[src/verilog/mmio_consts.svh]
`ifndef MMIO_CONSTS_SVH
`define MMIO_CONSTS_SVH

// widths of the core port and the device bus.
`define MMIO_ADDR_W 64
`define MMIO_DATA_W 64
`define MMIO_BEAT_W 32

// uart registers.
`define MMIO_UART_START 64'h0000_0000_1000_0000
`define MMIO_UART_END 64'h0000_0000_1000_0fff

// spi controller registers.
`define MMIO_SPICTRL_START 64'h0000_0000_1000_1000
`define MMIO_SPICTRL_END 64'h0000_0000_1000_1fff

// spi flash, memory mapped read window.
`define MMIO_SPI_START 64'h0000_0000_3000_0000
`define MMIO_SPI_END 64'h0000_0000_3fff_ffff

// clint, timer compare and software interrupt.
`define MMIO_CLINT_START 64'h0000_0000_0200_0000
`define MMIO_CLINT_END 64'h0000_0000_0200_ffff

`endif

[src/verilog/mmio_pkg.sv]
`default_nettype none

`include "mmio_consts.svh"

package mmio_pkg;

    // core side request, also what the data cache sees.
    typedef struct packed {
        logic [`MMIO_ADDR_W-1:0]   addr;
        logic [`MMIO_DATA_W-1:0]   data;
        logic [`MMIO_DATA_W/8-1:0] mask;
        logic                      we;
        logic                      re;
        logic                      fence;
    } core_req_t;

    typedef struct packed {
        logic [`MMIO_DATA_W-1:0] data;
        logic                    finish;
    } core_rsp_t;

    // one 32-bit beat towards the bus arbiter.
    typedef struct packed {
        logic [`MMIO_ADDR_W-1:0]   addr;
        logic [`MMIO_BEAT_W-1:0]   data;
        logic [`MMIO_BEAT_W/8-1:0] mask;
        logic                      we;
        logic                      re;
    } arb_req_t;

    typedef struct packed {
        logic [`MMIO_BEAT_W-1:0] data;
        logic                    finish;
    } arb_rsp_t;

    // same 64 bits, seen whole or as two bus halves.
    typedef union packed {
        logic [`MMIO_DATA_W-1:0] word;
        struct packed {
            logic [`MMIO_BEAT_W-1:0] hi;
            logic [`MMIO_BEAT_W-1:0] lo;
        } half;
    } split_word_u;

    typedef enum logic [2:0] {
        ACC_CLINT = 3'b010,
        ACC_OTHER = 3'b100
    } access_class_t;

endpackage

`default_nettype wire

[src/verilog/mem_access_router.sv]
`default_nettype none

module mem_access_router
    import mmio_pkg::*;
(
    input  core_req_t core_req,
    input  logic      uncached,
    output core_rsp_t core_rsp,
    output core_req_t dcache_req,
    input  core_rsp_t dcache_rsp,
    output logic      split_start,
    input  core_rsp_t split_rsp
);

    logic req_active;

    assign req_active = core_req.we | core_req.re;

    // cache side, blanked for device accesses.
    always_comb begin
        if (uncached) begin
            dcache_req = '0;
        end else begin
            dcache_req = core_req;
        end
        // fence goes to the cache no matter where the access points.
        dcache_req.fence = core_req.fence;
    end

    // splitter only kicks off for a live device access.
    assign split_start = uncached & req_active;

    // response comes back from whichever side owns the address.
    always_comb begin
        if (uncached) begin
            core_rsp = split_rsp;
        end else begin
            core_rsp = dcache_rsp;
        end
    end

endmodule

`default_nettype wire

[src/verilog/mmio_region_decode.sv]
`default_nettype none

`include "mmio_consts.svh"

module mmio_region_decode
    import mmio_pkg::*;
(
    input  logic [63:0]   addr,
    input  logic          req_active,
    output logic          uncached,
    output access_class_t access_class
);

    logic in_uart;
    logic in_spictrl;
    logic in_spi;
    logic in_clint;

    // bounds are inclusive on both ends.
    function automatic logic in_range(
        input logic [63:0] a,
        input logic [63:0] lo,
        input logic [63:0] hi
    );
        return (a >= lo) && (a <= hi);
    endfunction

    assign in_uart    = in_range(addr, `MMIO_UART_START, `MMIO_UART_END);
    assign in_spictrl = in_range(addr, `MMIO_SPICTRL_START, `MMIO_SPICTRL_END);
    assign in_spi     = in_range(addr, `MMIO_SPI_START, `MMIO_SPI_END);
    assign in_clint   = in_range(addr, `MMIO_CLINT_START, `MMIO_CLINT_END);

    // everything outside the device regions goes through the cache.
    assign uncached = in_uart | in_spictrl | in_spi | in_clint;

    // clint class only while a load or store is actually presented.
    always_comb begin
        if (req_active && in_clint) begin
            access_class = ACC_CLINT;
        end else begin
            access_class = ACC_OTHER;
        end
    end

endmodule

`default_nettype wire

[src/verilog/mmio_subsystem_top.sv]
`default_nettype none

module mmio_subsystem_top
    import mmio_pkg::*;
(
    input  logic          clk,
    input  logic          rst,
    input  core_req_t     core_req,
    output core_rsp_t     core_rsp,
    output access_class_t mmio_sign,
    output core_req_t     dcache_req,
    input  core_rsp_t     dcache_rsp,
    output arb_req_t      arb_req,
    input  arb_rsp_t      arb_rsp
);

    logic      uncached;
    logic      split_start;
    core_rsp_t split_rsp;

    mmio_region_decode decode_inst (
        .addr         (core_req.addr),
        .req_active   (core_req.we | core_req.re),
        .uncached     (uncached),
        .access_class (mmio_sign)
    );

    mem_access_router router_inst (
        .core_req    (core_req),
        .uncached    (uncached),
        .core_rsp    (core_rsp),
        .dcache_req  (dcache_req),
        .dcache_rsp  (dcache_rsp),
        .split_start (split_start),
        .split_rsp   (split_rsp)
    );

    // device accesses become two 32-bit beats.
    uncache_splitter splitter_inst (
        .clk     (clk),
        .rst     (rst),
        .start   (split_start),
        .req     (core_req),
        .arb_req (arb_req),
        .arb_rsp (arb_rsp),
        .rsp     (split_rsp)
    );

endmodule

`default_nettype wire

[src/verilog/uncache_splitter.sv]
`default_nettype none

module uncache_splitter
    import mmio_pkg::*;
(
    input  logic      clk,
    input  logic      rst,
    input  logic      start,
    input  core_req_t req,
    output arb_req_t  arb_req,
    input  arb_rsp_t  arb_rsp,
    output core_rsp_t rsp
);

    localparam logic [1:0] ST_IDLE  = 2'd0;
    localparam logic [1:0] ST_UPPER = 2'd1;
    localparam logic [1:0] ST_LOWER = 2'd2;
    localparam logic [1:0] ST_DONE  = 2'd3;

    logic [1:0]  state;
    logic [1:0]  state_next;
    core_req_t   req_q;
    split_word_u wr_word;
    split_word_u rd_word;

    always_comb begin
        state_next = state;
        case (state)
            ST_IDLE: begin
                if (start) begin
                    state_next = ST_UPPER;
                end
            end
            ST_UPPER: begin
                if (arb_rsp.finish) begin
                    state_next = ST_LOWER;
                end
            end
            ST_LOWER: begin
                if (arb_rsp.finish) begin
                    state_next = ST_DONE;
                end
            end
            default: begin
                state_next = ST_IDLE;
            end
        endcase
    end

    always_ff @(posedge clk) begin
        if (rst) begin
            state <= ST_IDLE;
        end else begin
            state <= state_next;
        end
    end

    // hold the access so both beats see the same fields.
    always_ff @(posedge clk) begin
        if (state == ST_IDLE && start) begin
            req_q <= req;
        end
    end

    // upper half lands first, lower half second.
    always_ff @(posedge clk) begin
        if (arb_rsp.finish) begin
            if (state == ST_UPPER) begin
                rd_word.half.hi <= arb_rsp.data;
            end else if (state == ST_LOWER) begin
                rd_word.half.lo <= arb_rsp.data;
            end
        end
    end

    assign wr_word.word = req_q.data;

    always_comb begin
        arb_req = '0;
        case (state)
            ST_UPPER: begin
                arb_req.addr = {req_q.addr[63:3], 3'b100};
                arb_req.data = wr_word.half.hi;
                arb_req.mask = req_q.mask[7:4];
                arb_req.we   = req_q.we;
                arb_req.re   = req_q.re;
            end
            ST_LOWER: begin
                arb_req.addr = {req_q.addr[63:3], 3'b000};
                arb_req.data = wr_word.half.lo;
                arb_req.mask = req_q.mask[3:0];
                arb_req.we   = req_q.we;
                arb_req.re   = req_q.re;
            end
            default: begin
                arb_req = '0;
            end
        endcase
    end

    // finish one cycle after the lower beat completes.
    assign rsp.finish = (state == ST_DONE);
    assign rsp.data   = rd_word.word;

endmodule

`default_nettype wire
[config.mk]
export PLATFORM = sky130hd
export DESIGN_NAME = mmio_subsystem_top
export DESIGN_NICKNAME = d
export VERILOG_FILES = /design/src/verilog/mmio_pkg.sv /design/src/verilog/mem_access_router.sv /design/src/verilog/mmio_region_decode.sv /design/src/verilog/mmio_subsystem_top.sv /design/src/verilog/uncache_splitter.sv
export VERILOG_INCLUDE_DIRS = /design/src /design/src/verilog
export SDC_FILE = /design/constraint.sdc
export NUM_CORES = 1
export LEC_CHECK = 0
export ABC_AREA = 1
export BUFFER_PORTS_ARGS = -buffer_cell sky130_fd_sc_hd__buf_2
export CORE_AREA = 3 3 215 217
export CTS_CLUSTER_DIAMETER = 100
export DETAILED_ROUTE_END_ITERATION = 8
export DIE_AREA = 0 0 218 220
export GPL_TIMING_DRIVEN = 1
export SYNTH_ARGS = -nofsm -noshare
export SYNTH_HDL_FRONTEND = slang
export SYNTH_HIERARCHICAL = 1
export SYNTH_SLANG_ARGS = --single-unit
[constraint.sdc]
create_clock -name clk -period 6.08 [get_ports clk]
set_clock_uncertainty 0.2 [all_clocks]
set_input_delay 0.304 -clock clk [delete_from_list [all_inputs] [get_ports clk]]
set_output_delay 0.304 -clock clk [all_outputs]
set_load 0.01 [all_outputs]
==> results of run 1 <==
## area by class of cell
cell class	count	share of cell area
clock inverter	9	0.00401
sequential	201	0.393
timing repair buffer	719	0.292
clock buffer	31	0.0396
tap	592	0.0484
multi-input combinational	618	0.168
inverter	223	0.0550
## power by group
part | switching [mW] | internal, mW | total, mW | leakage (nW)
sequential | 0.0255 | 1.60 | 1.62 | 1.81
clock | 0.549 | 0.733 | 1.28 | 0.322
combinational | 0.760 | 0.414 | 1.17 | 5.58
total | 1.34 | 2.75 | 4.08 | 7.71
## final timing paths
kind | slack (ps) | end | start
setup / recovery | 2070 | dcache_req[136] | core_req[135]
hold reg to reg | 390 | splitter_inst/state[1]$_SDFFE_PP0P_ | splitter_inst/state[1]$_SDFFE_PP0P_
hold / removal | 70 | splitter_inst/state[1]$_SDFFE_PP0P_ | arb_rsp[0]
setup reg to reg | 3340 | splitter_inst/rd_word[9]$_DFFE_PP_ | splitter_inst/state[0]$_SDFFE_PP0P_
## state kept, by name, indices dropped and copies added (netlist names)
| signal | cells |
|---|---|
| splitter_inst/rd_word | 64 |
| splitter_inst/req_q | 71 |
| splitter_inst/state | 2 |
| splitter_inst/wr_word | 64 |
## kinds of logic after synthesis
| kind of cell | after synthesis | share of synthesized area |
|---|---|---|
| AO/OA/AOI/OAI | 43 | 0.0228 |
| buffers and inverters | 275 | 0.128 |
| AND/OR/NAND/NOR | 564 | 0.225 |
| flip-flops | 201 | 0.613 |
| adder cells (fa/ha/maj) | 8 | 0.0102 |
| other | 2 | 0.000765 |
## through the flow
stage	setup WS [ps]	std cells	utilization	area (µm²)	total power, mW
finish	2070	2393	0.345	15300	4.08
global route	1870	2393	0.345	15300	4.30
CTS	2070	2393	0.345	15300	4.15
detailed placement	2310	2185	0.292	13000	2.76
global placement	2390	2185	0.292	13000	2.75
floorplan	1250	1094	-	9820	2.24
## worst max-delay path, stage by stage
cell,delay (ps)
dlygate4sd3_1,540
buf_2,140
nor2_1,210
nand2_1,150
nor2_1,140
nand2_1,100
nor2_4,200
nand4_2,120
nand2_1,90
inv_1,60
nand2_4,180
buf_4,730
nor2_1,210
buf_2,210
## synthesized netlist by cell type (2+ instances only)
| cell | n | area (µm²) |
|---|---|---|
| inv_1 | 218 | 818 |
| edfxtp_1 | 199 | 5980 |
| buf_6 | 22 | 248 |
| buf_2 | 18 | 90.1 |
| nand4_1 | 5 | 31.3 |
| nor2_1 | 237 | 890 |
| inv_2 | 4 | 15.0 |
| nand2_2 | 2 | 12.5 |
| dfxtp_1 | 2 | 40.0 |
| nand3_1 | 4 | 20.0 |
| o21ai_0 | 2 | 10.0 |
| o21bai_1 | 2 | 15.0 |
| conb_1 | 2 | 7.51 |
| buf_4 | 11 | 82.6 |
| nor2_2 | 5 | 31.3 |
| ha_1 | 8 | 100 |
| a21oi_1 | 38 | 190 |
| nand2_1 | 302 | 1130 |
| nor2_4 | 5 | 56.3 |
## timing repair
action / in CTS / in global routing
hold endpoints to repair: 201 / 0
hold buffers: 168 / 0
buffers inserted: 0 / 0
## routing by layer
layer  up-vias  wire length [µm]  track usage
li1       4681                 -            -
met1      4419             13500        0.151
met2       449             18800        0.266
met3        69              2660       0.0302
met4         0              1270       0.0476
met5         -                 0            0
==> run metrics, run 1 <==
status complete, no violations; commonest non-fill, non-tap cell in the layout buf_2; largest net degree at the start of global routing slightly below 100; DR vias/cell about 4; required arrival time at the worst endpoint around 5600 ps; Worst-Skew Late Latency 520 ps; Syn Inst Count about 1,100; sequential area share after synthesis 0.613; maxcap violations 0; Die ar. around 48,000 µm²; grt ovf 0; Starting Density 0.222; via count 9,618; WL final 36,200 µm; initial antenna violation count 0; final setup fails 0; Num CTS Buffers 23; Die X approximately 220 µm; vias in the first global route roughly 9,400; Arr. time, crit path between 3000 and 4000 ps; Max Transition Viols Final 0; most frequent cells in the layout buf_2 (542), nand2_1 (301), nor2_1 (236); share of layout cells above drive strength 1 0.333; routed len/inst 15.1 µm; Syn Area/Cell between 8 and 9 µm²; CTS Root Cell clkbuf_16; CTS tree yes; worst min-delay path class in2reg; DPL Wire Length 26,000 µm; I/O Pins 548; Critical Path End Type output pin; Register Area around 6000 µm²; Multi-input gate area around 2600 µm²; min Tclk post-route 4010 ps; GRT Resource Usage Total 0.139; Post-Syn Area approximately 9800 µm²; critical path peak fanout just under 100; Synth async-reset ratio 0; nets ~2,000; drt initial violations approximately 600; Yosys cell types 26; synth warn 6; RSZ-0062 raised after global routing no; Routed Antenna Nets 0; first-pass GRT wire length roughly 52,000 µm; routability cong. about 0.92; area delta synth->final 55.8%; Clock Tree Buf Depth 3; Hold Crit Depth 4; critical path class in2out; Reg2Reg Depth 5; drt drc 0; crit start category primary input; Leakage between 7 and 8 nW; Die Span Y ~220 µm; Port Buffers approximately 540; Post-synth EDFFs slightly below 200; peak supply drop about 0.21 mV; Most used DFF post-synth edfxtp_1; clk sinks between 200 and 250; Max H-tree Level 1; core area 44,300 µm²; period utilisation layout 0.659; number of synthesized register bits between 200 and 250; TNS Setup 0 ps; ANT cells 0; relative slew slack 0.313; Worst-Margin Slew between 1000 and 1500 ps; CTS clk-pin slew, worst paths 60 ps; Final Hold Fails 0; fmax 0.249 GHz; num rows 77; drt first pass iters 5; post_cts resized 0; Pwr per Cell Area roughly 270 nW/µm²; fillcell total between 4,000 and 5,000; Hold WS 65.5 ps
No activity file was read; power rests on OpenSTA's default activity.
==> run 2, diff against run 1 <==
--- a/config.mk
+++ b/config.mk
@@ -8,10 +8,10 @@
 export LEC_CHECK = 0
 export ABC_AREA = 1
 export BUFFER_PORTS_ARGS = -buffer_cell sky130_fd_sc_hd__buf_2
-export CORE_AREA = 3 3 215 217
+export CORE_AREA = 3 3 212 214
 export CTS_CLUSTER_DIAMETER = 100
 export DETAILED_ROUTE_END_ITERATION = 8
-export DIE_AREA = 0 0 218 220
+export DIE_AREA = 0 0 215 217
 export GPL_TIMING_DRIVEN = 1
 export SYNTH_ARGS = -nofsm -noshare
 export SYNTH_HDL_FRONTEND = slang
==> constraint.sdc (replaced) <==
create_clock -name clk -period 3.4 [get_ports clk]
set_clock_uncertainty 0.2 [all_clocks]
set_input_delay 0.17 -clock clk [delete_from_list [all_inputs] [get_ports clk]]
set_output_delay 0.17 -clock clk [all_outputs]
set_load 0.01 [all_outputs]
==> run 2 against run 1 <==
Compared with the run above:
- sequential share of layout area decreased by 0.76 points
- sequential cell count unchanged
- via count increased by 0.55%
- die area decreased by 2.7%
- combinational power increased by 87%
- non-clock buffer count increased by 10
- sequential power increased by 79%
- register-to-register slack got worse by 3000 ps
- utilization increased by 1.7 points
- cell area increased by 2.0%
==> run metrics, run 2 (synthesis gave the netlist of run 1 again) <==
Arr. time, crit path 2820 ps; Clock Tree Buf Depth 3; drt drc 0; grt ovf 0; DR vias/cell around 4; CP endpoint core_rsp[62]; post-route cell area approximately 16,000 µm²; drt initial violations between 400 and 500; Clock Power Share 0.328; Pwr per Cell Area about 490 nW/µm²; Die X around 220 µm; share of layout cells above drive strength 1 0.348; most frequent CP cell nand2_1; Die ar. ~47,000 µm²; Routed Antenna Nets 0; I/O Pins 548; clk sinks 201; Port Buffers 542; Max H-tree Level 1; Top delay family on crit path buffers and inverters; crit start category primary input; crit-path cells dlygate4sd3_1 -> buf_2 -> nor2_4 -> nand2_2 -> nor2_4 -> nand2_2 -> nor2_2 -> nand3b_1 -> nand2_1 -> nand2_1 -> nand2_4 -> inv_4 -> buf_4 -> nand2_1 -> nand2_1 -> buf_2; GRT Resource Usage Total 0.145; Register Area around 6000 µm²; CTS Root Cell clkbuf_16; final setup fails 0; Critical Path End Type output pin; required arrival time at the worst endpoint between 3000 and 4000 ps; period utilisation layout 0.937; DP Area ~13,000 µm²; fmax roughly 0.31 GHz; RSZ-0062 raised after global routing no; vias in the first global route between 9,000 and 10,000; relative slew slack 0.527; switching pwr about 2.4 mW; status complete, no violations; RR Startpoint splitter_inst/state[1]$_SDFFE_PP0P_; Net Sw Frac 0.320; DPL Wire Length between 20,000 and 30,000 µm; largest net degree at the start of global routing 105; via count 9,671; nets a little over 2,000; core area between 40,000 and 50,000 µm²; routed len/inst 14.8 µm; Die Span Y ~220 µm; crit path buf inv count 5; Multi-input gate area around 2700 µm²; fillcell total approximately 4,400; most frequent cells in the layout buf_2 (541), nand2_1 (295), nor2_1 (227); worst min-delay path class in2out; WL final 35,500 µm; Reg2Reg Depth 9; first-pass GRT wire length roughly 54,000 µm; Most flops, register splitter_inst/req_q; Worst-Margin Slew roughly 710 ps; critical path peak fanout 65; reg2reg end splitter_inst/state[1]$_SDFFE_PP0P_; area delta synth->final 58.9%; critical path class in2out; Largest register FFs 71; CP Depth 16; Max Transition Viols Final 0; CTS tree yes; Slowest Stage Delay on Critical Path around 550 ps; part of the power in registers 0.383; Critical path origin core_req[105]; slowest cell on the critical path dlygate4sd3_1; global routing usage on met3 0.0264; peak supply drop roughly 0.30 mV; num rows between 70 and 80; met1 Usage GRT 0.172; Starting Density 0.228; R2R setup slack around 370 ps; Top Usage Layer GRT met2; maxcap violations 0; commonest non-fill, non-tap cell in the layout buf_2; combinational cell fraction of total power 0.290; drt first pass iters 5; min Tclk post-route 3190 ps; TNS Setup 0 ps; Int Pwr approximately 5.2 mW; Final Hold Fails 0; Leakage ~8 nW; routability cong. approximately 0.91; initial antenna violation count 1; Worst-Skew Late Latency between 500 and 600 ps; M2 GR Usage 0.262; Num CTS Buffers 24
[run 2: changes by cell type in the layout (fill, tap and decap cells not counted), sizes merged]
cell and change:
clkinv +5, dlygate4sd3 +3, bufinv +1, diode +1, buf +7, clkbuf -4, inv -1, clkinvlp +3
[run 2: power groups by stage]
| stage | clock, mW | sequential (mW) | combinational, mW |
|---|---|---|---|
| global route | 2.68 | 2.91 | 2.42 |
| finish | 2.48 | 2.90 | 2.19 |
| floorplan | 0 | 2.94 | 1.07 |
| detailed placement | 0 | 2.95 | 2.04 |
| CTS | 2.57 | 2.90 | 2.21 |
| global placement | 0 | 2.95 | 2.02 |
[run 2: layer usage]
metal	vias to the layer above	share of wire	wire [µm]
li1	4709	-	-
met2	430	0.50	17600
met5	-	0	0
met3	66	0.075	2680
met1	4466	0.40	14000
met4	0	0.032	1120
[run 2: per-stage QoR]
step           power, mW   util  cells  worst slack (ps)  hold slack [ps]
2_1_floorplan       4.01      -   1094              -466             68.9
3_3_place_gp        4.97  0.303   2184               549              140
3_5_place_dp        4.99  0.303   2184               522              140
4_1_cts             7.69  0.361   2399              41.1              137
5_1_grt             8.01  0.362   2401              11.8              140
6_report            7.58  0.362   2401               213              140
[run 2: timing repair]
| item | CTS | global route |
|---|---|---|
| hold endpoints to repair | 201 | 0 |
| buffers inserted | 0 | 2 |
| hold buffers | 171 | 0 |
| gates resized for setup | 0 | 16 |
| endpoints found under the setup margin | 0 | 159 |
[run 2: how the worst min path moves through the flow]
stage	slack [ps]	to	cells after the start	startpoint
after floorplan	70	splitter_inst/rd_word[0]$_DFFE_PP_	0	arb_rsp[1]
after global placement	140	dcache_req[0]	0	core_req[0]
after detailed placement	140	dcache_req[0]	0	core_req[0]
after CTS	140	splitter_inst/rd_word[34]$_DFFE_PP_	2	arb_rsp[3]
after global routing	140	dcache_req[0]	0	core_req[0]
final	140	dcache_req[0]	0	core_req[0]
[run 2: area by class of cell]
class                      count  share of cell area
timing repair buffer         729               0.294
multi-input combinational    618               0.170
clock buffer                  27              0.0406
tap                          585              0.0469
sequential                   201               0.386
antenna                        1            0.000160
inverter                     223              0.0542
clock inverter                17             0.00834
[run 2: worst reg2reg max path: stages (launching register included)]
cell and delay [ps]:
dfxtp_1 430, inv_1 140, ha_2 340, buf_4 230
o21bai_1 250, nand3_1 120, nand2_1 90, dlygate4sd3_1 550
nor2_1 40, dlygate4sd3_1 540
